### config.mk
export PLATFORM = sky130hd
export DESIGN_NAME = window_gen
export DESIGN_NICKNAME = d
export VERILOG_FILES = /design/src/hist_pkg.sv /design/src/window_gen.sv
export SDC_FILE = /design/constraint.sdc
export NUM_CORES = 1
export LEC_CHECK = 0
export CORE_UTILIZATION = 59
export DETAILED_ROUTE_END_ITERATION = 16
export DONT_BUFFER_PORTS = 1
export HOLD_SLACK_MARGIN = 0.02
export PLACE_DENSITY = 0.75
export SLEW_MARGIN = 20
export SYNTH_ARGS = -nofsm -noshare
export SYNTH_HDL_FRONTEND = slang
export SYNTH_SLANG_ARGS = --single-unit
### constraint.sdc
create_clock -name clk -period 4 [get_ports clk]
set_clock_uncertainty 0.05 [all_clocks]
set_input_delay 0.4 -clock clk [delete_from_list [all_inputs] [get_ports clk]]
set_output_delay 0.4 -clock clk [all_outputs]
set_load 0.01 [all_outputs]
### src/hist_pkg.sv
package hist_pkg;

    // frame geometry
    localparam int IMG_W = 8;
    localparam int IMG_H = 8;
    localparam int POS_W = 3;
    localparam logic [POS_W-1:0] LAST_COL = POS_W'(IMG_W - 1);
    localparam logic [POS_W-1:0] LAST_ROW = POS_W'(IMG_H - 1);

    // pixel and feature widths
    localparam int PIX_W = 8;
    localparam int FEAT_W = 4;
    localparam logic [PIX_W-1:0] CI_THRESHOLD = 8'd128;

    // ni counts over all 8 neighbours, so it doubles as the neighbour count
    localparam int NI_MAX = 8;
    localparam logic [FEAT_W-1:0] RD_MAX = 4'd9;
    localparam int RD_SHIFT = 6;
    localparam int SUM_W = 11;

    // histogram
    localparam int NUM_BINS = 200;
    localparam int BIN_IDX_W = 8;
    localparam int COUNT_W = 16;
    localparam logic [BIN_IDX_W-1:0] LAST_BIN = BIN_IDX_W'(NUM_BINS - 1);

    // frame sequencing
    localparam int WIN_PER_FRAME = (IMG_W - 2) * (IMG_H - 2);
    localparam int WIN_CNT_W = 6;
    localparam int DRAIN_CYCLES = 2;

    typedef enum logic [1:0] {
        PH_ACCUM,
        PH_DRAIN,
        PH_READ
    } phase_t;

endpackage

### src/window_gen.sv
`timescale 1ns/1ps

module window_gen (
    input  logic                       clk,
    input  logic                       rst_n,
    input  logic                       pix_valid_i,
    input  logic                       accept_i,
    input  logic [hist_pkg::PIX_W-1:0] pix_i,
    output logic                       win_valid_o,
    output logic [hist_pkg::PIX_W-1:0] w00_o,
    output logic [hist_pkg::PIX_W-1:0] w01_o,
    output logic [hist_pkg::PIX_W-1:0] w02_o,
    output logic [hist_pkg::PIX_W-1:0] w10_o,
    output logic [hist_pkg::PIX_W-1:0] w11_o,
    output logic [hist_pkg::PIX_W-1:0] w12_o,
    output logic [hist_pkg::PIX_W-1:0] w20_o,
    output logic [hist_pkg::PIX_W-1:0] w21_o,
    output logic [hist_pkg::PIX_W-1:0] w22_o
);

    // line1 holds the previous row, line2 the row before it
    logic [hist_pkg::PIX_W-1:0] line1_mem [hist_pkg::IMG_W];
    logic [hist_pkg::PIX_W-1:0] line2_mem [hist_pkg::IMG_W];
    logic [hist_pkg::POS_W-1:0] col_q;
    logic [hist_pkg::POS_W-1:0] row_q;
    logic                       take;
    logic [hist_pkg::PIX_W-1:0] up1_pix;
    logic [hist_pkg::PIX_W-1:0] up2_pix;

    assign take    = pix_valid_i && accept_i;
    assign up1_pix = line1_mem[col_q];
    assign up2_pix = line2_mem[col_q];

    // column history moves up one row per accepted pixel
    always_ff @(posedge clk) begin
        if (take) begin
            line2_mem[col_q] <= up1_pix;
            line1_mem[col_q] <= pix_i;
        end
    end

    // new column enters on the right
    always_ff @(posedge clk) begin
        if (take) begin
            w00_o <= w01_o;
            w01_o <= w02_o;
            w02_o <= up2_pix;
            w10_o <= w11_o;
            w11_o <= w12_o;
            w12_o <= up1_pix;
            w20_o <= w21_o;
            w21_o <= w22_o;
            w22_o <= pix_i;
        end
    end

    always_ff @(posedge clk) begin
        if (!rst_n) begin
            col_q       <= '0;
            row_q       <= '0;
            win_valid_o <= 1'b0;
        end else begin
            // window is interior once two rows and two columns are behind it
            win_valid_o <= take && (row_q >= 2) && (col_q >= 2);
            if (take) begin
                if (col_q == hist_pkg::LAST_COL) begin
                    col_q <= '0;
                    row_q <= (row_q == hist_pkg::LAST_ROW) ? '0 : row_q + 1'b1;
                end else begin
                    col_q <= col_q + 1'b1;
                end
            end
        end
    end

endmodule

==> results.py, run 1 <==
metrics = {
    "run_status": {
        "status": "finished, final reports clean",
    },
    "drt": {
        "drc": 0,
        "ant_nets": 0,
        "wl_mm": 12.8,
        "viasPerCell": 5.86,
        "drtPass1Iterations": 4,
        "routedWlPerCell_um": 22.9,
        "dr.first_iter.drc_count": 277,
        "vias": 3278,
    },
    "sta": {
        "period_needed_ns": 2.27,
        "finalCritPeriodShare": 0.567,
        "worstMarginPinSlew_ns": 0.984,
        "finalSetupViolations": 0,
        "finalHoldViolCount": 0,
        "timing.fmax_mhz": 441,
        "setup_tns_ns": 0,
        "slew_headroom": 0.339,
        "slew_viol_final": 0,
        "rsz0062_at_grt": "no",
    },
    "pwr": {
        "p_total_uw": 4560,
        "power.density_nw_per_um2": 532,
        "p_leak_uw": 0.00278,
        "ir_drop_mv": 0.365,
    },
    "place": {
        "place_area_um2": 7820,
        "dp_hpwl_mm": 7.14,
        "numPortBuffers": 0,
        "place.gp.congestion": 0.773,
    },
    "finish": {
        "drive_gt1_frac": 0.178,
        "n_fill_cell": 769,
        "seq_area_um2": 6210,
        "multiInputGateArea_um2": 1280,
        "num-nets-final": 391,
        "fin_area_um2": 8560,
        "antenna_cells": 0,
        "utilization": 0.681,
        "area_growth_pct": 12.9,
    },
    "clock_tree": {
        "worstSkewPairLatency_ns": 0.49,
        "post_cts_resized": 0,
        "cts_hold_buf": 8,
        "cts_buffer_depth": 3,
        "cts_buffers": 21,
        "cts_tree": "done",
        "clk_pin_slew_worst_paths_ns": 0.06,
        "cts-root-buf": "clkbuf_16",
        "clock-sinks": 210,
        "htree_levels": 1,
        "cts_setup_buffers": 0,
    },
    "grt": {
        "grt_max_degree": 80,
        "overflow": 0,
        "grt_pass1_vias": 3410,
        "track_usage": 0.204,
        "antenna_found_initial": 0,
        "grt_pass1_wl_mm": 19.7,
    },
    "setup_path": {
        "critPathKind": "register to register",
        "crit_arrival_ns": 2.42,
        "ff2ff_path_depth": 2,
        "r2r-end": "line2_mem[3][7]",
        "critPathMaxFanout": 16,
        "required_ns": 4.15,
        "crit_path_start_kind": "register",
        "worst_setup_path_end_kind": "register",
        "reg2reg_slack_ns": 1.73,
    },
    "min_path": {
        "holdPathStages": 2,
        "hold_path_class": "input port to register",
        "hold_end": "row_q[2]",
        "hp-start": "rst_n",
    },
    "synth": {
        "synth_area_leader_cell": "edfxtp_1",
        "synthArstFlopShare": 0,
        "synthTopCellsByArea": "edfxtp_1, mux4_1, mux4_2, dfxtp_1, mux2_2",
        "avgSynthCellArea_um2": 22.0,
        "syn_inst": 344,
        "synth.distinct_cells": 35,
        "synth.most_common_cell": "edfxtp_1",
        "yosysWarnings": 0,
        "dominantRegCellSynth": "edfxtp_1",
        "syn_nets": 362,
        "synth-seq-cells": 210,
        "synth_top_area_frac": 0.792,
        "synth_edf_count": 200,
        "synthTopCellsByCount": "edfxtp_1, mux4_1, nand2_1",
        "syn_area_um2": 7580,
        "synth-seq-area-share": 0.819,
    },
    "floorplanning": {
        "start_util": 0.603,
        "core_area_um2": 12600,
        "io_pins": 85,
        "rows": 41,
        "die_h_um": 115,
        "die_area_um2": 13300,
        "die_w_um": 115,
    },
    "run": {
        "cap_violations": 0,
    },
}
## worst max-delay path: stages, from the launching register on
cell and delay (ns):
dfxtp_1 0.90, mux4_1 0.65, mux2_2 0.37
## final cells by class
cell class | count | share of cell area
Inverter | 7 | 0.00322
Multi-Input combinational cell | 112 | 0.149
Clock inverter | 13 | 0.0139
Tap cell | 172 | 0.0251
Timing Repair Buffer | 21 | 0.0208
Sequential cell | 210 | 0.725
Clock buffer | 24 | 0.0627
## flip-flops by register name, indices dropped and copies added (netlist names), named ones only
| register | count |
|---|---|
| col_q | 3 |
| w21_o | 8 |
| w10_o | 8 |
| w01_o | 8 |
| w11_o | 8 |
| w22_o | 8 |
| row_q | 3 |
| w00_o | 8 |
| w02_o | 8 |
| line2_mem | 64 |
| line1_mem | 64 |
| w20_o | 8 |
| win_valid_o | 1 |
| w12_o | 8 |
## cell usage in the layout, fill, tap and decap left out, types with 3 or more instances in the layout
| master | n |
|---|---|
| a21boi_0 | 3 |
| a21oi_1 | 4 |
| buf_4 | 13 |
| clkbuf_1 | 3 |
| clkbuf_16 | 21 |
| clkinv_1 | 6 |
| clkinv_2 | 5 |
| dfxtp_1 | 10 |
| dlygate4sd3_1 | 8 |
| edfxtp_1 | 200 |
| ha_1 | 6 |
| inv_1 | 5 |
| mux2_2 | 11 |
| mux2i_1 | 8 |
| mux4_1 | 15 |
| mux4_2 | 10 |
| nand2_1 | 15 |
| nor2_1 | 8 |
| nor3_2 | 4 |
| nor3b_1 | 4 |
## routing by layer
layer | global-route usage | share of wire
met1 | 0.285 | 0.43
met2 | 0.326 | 0.48
met3 | 0.0416 | 0.069
met4 | 0.0710 | 0.025
met5 | 0 | 0
## per-stage QoR
| stage | hold slack, ns | instances | worst slack [ns] |
|---|---|---|---|
| after floorplan | 0.404 | 344 | 0.493 |
| after global placement | 0.414 | 514 | 1.74 |
| after detailed placement | 0.429 | 514 | 1.68 |
| after CTS | 0.126 | 559 | 1.66 |
| after global routing | 0.145 | 559 | 1.58 |
| final | 0.149 | 559 | 1.73 |
## worst max-delay path by stage
| stage | start | to | slack, ns |
|---|---|---|---|
| after global routing | col_q[1] | line1_mem[0][0] | 1.58 |
| after floorplan | pix_valid_i | line1_mem[1][0] | 0.49 |
| after global placement | col_q[1] | line1_mem[0][6] | 1.74 |
| after detailed placement | col_q[1] | line1_mem[0][6] | 1.68 |
| final | register | line2_mem[3][7] | 1.73 |
| after CTS | col_q[1] | line1_mem[0][0] | 1.66 |
## kinds of logic after synthesis
kind of cell / share of synthesized area
flops: 0.819
mux: 0.109
simple gates: 0.0267
buf+inv: 0.0165
compound gates: 0.0196
fa+ha+maj: 0.00990
## where the power goes
part	switching, uW	internal (uW)	total, uW
clock network	774	1090	1870
logic	90.7	63.7	154
registers	50.8	2480	2530
total	915	3640	4560
(Power assumes the default switching activity.)
==> run 2: changes to the inputs <==
clock period = 2.3 ns   (was 4 ns; I/O delays follow)
==> run 2 against run 1 <==
Effect of this change:
- global-route usage shrank 1.2 points
- utilization is 0.89 points higher
- design area increased by 1.3%
- first-iteration DRC count decreased by 2.5%
- hold slack gained 0.049 ns
- sequential cell count stayed put
- sequential power is 74% higher
- sequential share of layout area down 0.93 points
- via count hardly changed
- register-to-register slack got worse by 1.5 ns
- fmax grew 7.3%
- total power is 70% higher
==> results.py, run 2 (synthesized netlist as in run 1, its figures left out) <==
metrics = {
    "run_status": {
        "status": "finished, final reports clean",
    },
    "clock_tree": {
        "cts-root-buf": "clkbuf_16",
        "clk_pin_slew_worst_paths_ns": 0.06,
        "worstSkewPairLatency_ns": 0.49,
        "htree_levels": 1,
        "cts_buffer_depth": 3,
        "clock-sinks": 210,
        "post_cts_resized": 0,
        "cts_buffers": 21,
        "cts_tree": "done",
    },
    "pwr": {
        "power.density_nw_per_um2": 894,
        "p_leak_uw": 0.00282,
        "p_total_uw": 7750,
        "ir_drop_mv": 0.623,
    },
    "sta": {
        "finalSetupViolations": 0,
        "worstMarginPinSlew_ns": 0.478,
        "timing.fmax_mhz": 473,
        "period_needed_ns": 2.11,
        "slew_headroom": 0.680,
        "slew_viol_final": 0,
        "hold_ws_ns": 0.199,
        "finalHoldViolCount": 0,
        "finalWorstSetupSlack_ns": 0.187,
        "rsz0062_at_grt": "no",
        "finalCritPeriodShare": 0.919,
    },
    "finish": {
        "final_cell_mix": "edfxtp_1, clkbuf_16, buf_4, nand2_1, mux4_1",
        "drive_gt1_frac": 0.193,
        "reg_top3": "line1_mem x64, line2_mem x64",
        "final_common_cell": "edfxtp_1",
        "num-nets-final": 405,
        "area_growth_pct": 14.4,
        "fin_area_um2": 8670,
        "antenna_cells": 0,
        "n_fill_cell": 767,
    },
    "run": {
        "cap_violations": 0,
    },
    "drt": {
        "viasPerCell": 5.74,
        "ant_nets": 0,
        "drtPass1Iterations": 4,
        "wl_mm": 12.2,
        "drc": 0,
        "vias": 3280,
        "routedWlPerCell_um": 21.3,
        "dr.first_iter.drc_count": 270,
    },
    "grt": {
        "overflow": 0,
        "grt_pass1_wl_mm": 18.3,
        "grt_pass1_vias": 3301,
        "antenna_found_initial": 0,
        "grt_max_degree": 54,
        "use_met3": 0.0438,
        "grt.busiest_layer": "met2",
        "grtUsageMet1": 0.268,
        "track_usage": 0.192,
        "grtUsageMet2": 0.304,
    },
    "place": {
        "dpl_worst_slack_ns": 0.444,
        "place.gp.congestion": 0.749,
        "numPortBuffers": 0,
        "place_area_um2": 7930,
        "dp_hpwl_mm": 7.13,
    },
    "setup_path": {
        "crit_path_start_kind": "register",
        "worst_setup_path_end_kind": "register",
        "required_ns": 2.60,
        "critPathMaxFanout": 22,
        "startpoint": "col_q[0]",
        "critPathKind": "register to register",
        "crit_arrival_ns": 2.42,
        "r2r_start": "col_q[0]",
    },
    "floorplanning": {
        "die_area_um2": 13300,
        "core_area_um2": 12600,
        "die_h_um": 115,
        "rows": 41,
        "io_pins": 85,
        "start_util": 0.603,
        "die_w_um": 115,
    },
    "min_path": {
        "hold_path_class": "input port to register",
        "hp-start": "accept_i",
    },
}
-- run 2: worst max-delay path: stages, from the launching register on --
cell and delay (ns):
dfxtp_1 0.45, buf_12 0.22, ha_1 0.17, ha_1 0.24, nand3_1 0.13, dlygate4sd3_1 0.59, nand2_1 0.07, a21oi_1 0.06
-- run 2: path summary, 6_finish.rpt --
check / to / slack, ns / depth (start not counted)
max: row_q[2] / 0.19 / 7
min: win_valid_o / 0.20 / 2
max reg2reg: row_q[2] / 0.19 / 7
min reg2reg: row_q[2] / 0.45 / 2
-- run 2: what timing repair did --
item / CTS / global route
hold buffers: 13 / 0
buffers inserted: 0 / 0
endpoints found under the setup margin: 0 / 0
hold endpoints to repair: 76 / 0
-- run 2: cell type report --
class | count | area [um2] | area share
flip-flops and latches | 210 | 6210 | 0.716
clock inverters | 9 | 70.1 | 0.00808
multi-input cells | 112 | 1280 | 0.148
clock buffers | 26 | 544 | 0.0628
inverters | 7 | 31.3 | 0.00361
well taps | 172 | 215 | 0.0248
repair buffers | 35 | 320 | 0.0369
-- run 2: power by group --
group / switching, uW / internal, uW
clock: 1280 / 1780
sequential: 70.3 / 4320
combinational: 175 / 127
-- run 2: per-stage QoR --
stage	TNS [ns]	std cells	utilization
finish	0	571	0.690
global route	0	571	0.690
floorplan	-5.43	344	-
global placement	0	523	0.631
detailed placement	0	523	0.631
CTS	0	571	0.690
-- run 2: routing by layer --
metal,up-vias,share of wire
li1,1493,-
met1,1642,0.44
met2,122,0.47
met3,23,0.071
met4,0,0.025
met5,-,0
==> run 3: changes to the inputs <==
BUFFER_PORTS_ARGS = -buffer_cell sky130_fd_sc_hd__buf_2   (was not set)
CORE_UTILIZATION = 58   (was 59)
CTS_CLUSTER_SIZE = 16   (was not set)
DONT_BUFFER_PORTS = not set   (was 1)
PLACE_DENSITY = 0.79   (was 0.75)
==> run 3 against run 2 <==
Effect of this change:
- hold slack lost 0.14 ns
- count of clock-buffer cells in the layout is 1 higher
- setup slack improved by 0.19 ns
- critical endpoint is now line2_mem[1][3]
==> results.py, run 3 (synthesized netlist as in run 1, its figures left out) <==
metrics = {
    "run_status": {
        "status": "finished, final reports clean",
    },
    "pwr": {
        "combPwrFrac": 0.050,
        "cellInternalPower_uw": 6150,
        "power_switching_uw": 1560,
        "pwr-share-clk": 0.386,
        "p_leak_uw": 0.00312,
        "pwr-share-seq": 0.564,
        "ir_drop_mv": 0.644,
        "p_sw_frac": 0.202,
        "power.density_nw_per_um2": 857,
    },
    "grt": {
        "grtUsageMet2": 0.316,
        "track_usage": 0.195,
        "overflow": 0,
        "antenna_found_initial": 0,
        "use_met3": 0.0306,
        "grt_pass1_vias": 3542,
        "grt.busiest_layer": "met2",
        "grt_pass1_wl_mm": 19.2,
        "grt_max_degree": 80,
        "grtUsageMet1": 0.271,
    },
    "place": {
        "dp_hpwl_mm": 7.37,
        "numPortBuffers": 84,
        "dpl_worst_slack_ns": 0.207,
        "place.gp.congestion": 0.748,
    },
    "drt": {
        "ant_nets": 0,
        "viasPerCell": 5.50,
        "vias": 3575,
        "drtPass1Iterations": 5,
        "routedWlPerCell_um": 19.3,
        "dr.first_iter.drc_count": 212,
        "drc": 0,
        "wl_mm": 12.6,
    },
    "run": {
        "cap_violations": 0,
    },
    "setup_path": {
        "critPathKind": "register to register",
        "crit_path_start_kind": "register",
        "ff2ff_path_depth": 3,
        "cp_num_buf_inv": 1,
        "slowest_delay_ns": 0.60,
        "cp_slowest_cell": "mux4_1",
        "critPathMaxFanout": 16,
        "worst_setup_path_end_kind": "register",
        "crit_chain": "buf_4 -> mux4_1 -> mux2_2",
        "cp.depth": 3,
        "critPathTopFamily": "multiplexers",
        "crit_arrival_ns": 2.07,
        "required_ns": 2.45,
    },
    "finish": {
        "antenna_cells": 0,
        "final_cell_mix": "edfxtp_1, buf_2, clkbuf_16, buf_4",
        "final_common_cell": "edfxtp_1",
        "n_fill_cell": 761,
        "drive_gt1_frac": 0.326,
        "seq_area_um2": 6210,
        "multiInputGateArea_um2": 1280,
        "num-nets-final": 483,
        "area_growth_pct": 18.8,
        "reg_top3": "line1_mem x64, line2_mem x64",
    },
    "sta": {
        "period_needed_ns": 1.92,
        "setup_tns_ns": 0,
        "timing.fmax_mhz": 521,
        "finalHoldViolCount": 0,
        "finalWorstSetupSlack_ns": 0.379,
        "worstMarginPinSlew_ns": 0.987,
        "finalCritPeriodShare": 0.835,
        "slew_headroom": 0.342,
        "rsz0062_at_grt": "no",
        "finalSetupViolations": 0,
        "slew_viol_final": 0,
    },
    "floorplanning": {
        "core_area_um2": 12700,
        "start_util": 0.598,
        "die_area_um2": 13500,
        "rows": 41,
        "die_w_um": 116,
        "io_pins": 85,
        "die_h_um": 116,
    },
    "clock_tree": {
        "htree_levels": 1,
        "cts_buffer_depth": 3,
        "clk_pin_slew_worst_paths_ns": 0.06,
        "worstSkewPairLatency_ns": 0.49,
        "cts-root-buf": "clkbuf_16",
        "clock-sinks": 210,
        "cts_setup_buffers": 0,
        "cts_buffers": 21,
        "cts_tree": "done",
    },
    "min_path": {
        "holdPathStages": 3,
        "hold_path_class": "input port to register",
    },
}
## run 3: cell count changes in the layout (fill, tap and decap cells not counted), sizes merged
cell | before | now
clkinv | 9 | 10
inv | 5 | 6
clkbuf | 26 | 27
bufinv | 1 | 0
dlygate4sd3 | 13 | 8
buf | 22 | 105
clkinvlp | 1 | 0
## run 3: per-layer routing
layer	wire, um	up-vias
met5	0	-
met4	307	0
met3	756	26
met2	6020	138
met1	5490	1760
li1	-	1651
## run 3: area by class of cell
type	instances	share of cell area
Tap cell	172	0.0239
Timing Repair Buffer	113	0.0759
Inverter	7	0.00347
Clock inverter	9	0.00486
Clock buffer	27	0.0609
Sequential cell	210	0.689
Multi-Input combinational cell	112	0.142
## run 3: through the flow
stage | total power, uW | hold WS (ns) | util | std cells | instance area [um2]
finish | 7710 | 0.0594 | 0.711 | 650 | 9000
global route | 7940 | 0.123 | 0.711 | 650 | 9000
CTS | 7780 | 0.0491 | 0.711 | 650 | 9000
detailed placement | 4810 | 0.376 | 0.658 | 606 | 8330
global placement | 4790 | 0.372 | 0.658 | 606 | 8330
floorplan | 4660 | 0.279 | - | 344 | 7600
## run 3: power groups by stage
stage                     Clock [uW]  Combinational (uW)  Sequential (uW)
after CTS                       3040                 392             4350
after global placement             0                 366             4420
after floorplan                    0                 211             4450
after global routing            3160                 424             4360
after detailed placement           0                 378             4430
final                           2980                 386             4350
## run 3: final timing paths
kind	startpoint	endpoint	slack, ns
max	register	line2_mem[1][3]	0.38
min	rst_n	row_q[2]	0.06
max reg2reg	register	line2_mem[1][3]	0.38
min reg2reg	w11_o[6]	w10_o[6]	0.39
## run 3: tightest hold or removal path: stages
cell	delay, ns
buf_2	0.08
inv_1	0.11
a21oi_1	0.14
## run 3: what timing repair did
item / 4_1_cts / 5_1_grt
hold endpoints to repair: 72 / 0
hold buffers: 8 / 0
gates resized for setup: 0 / 0
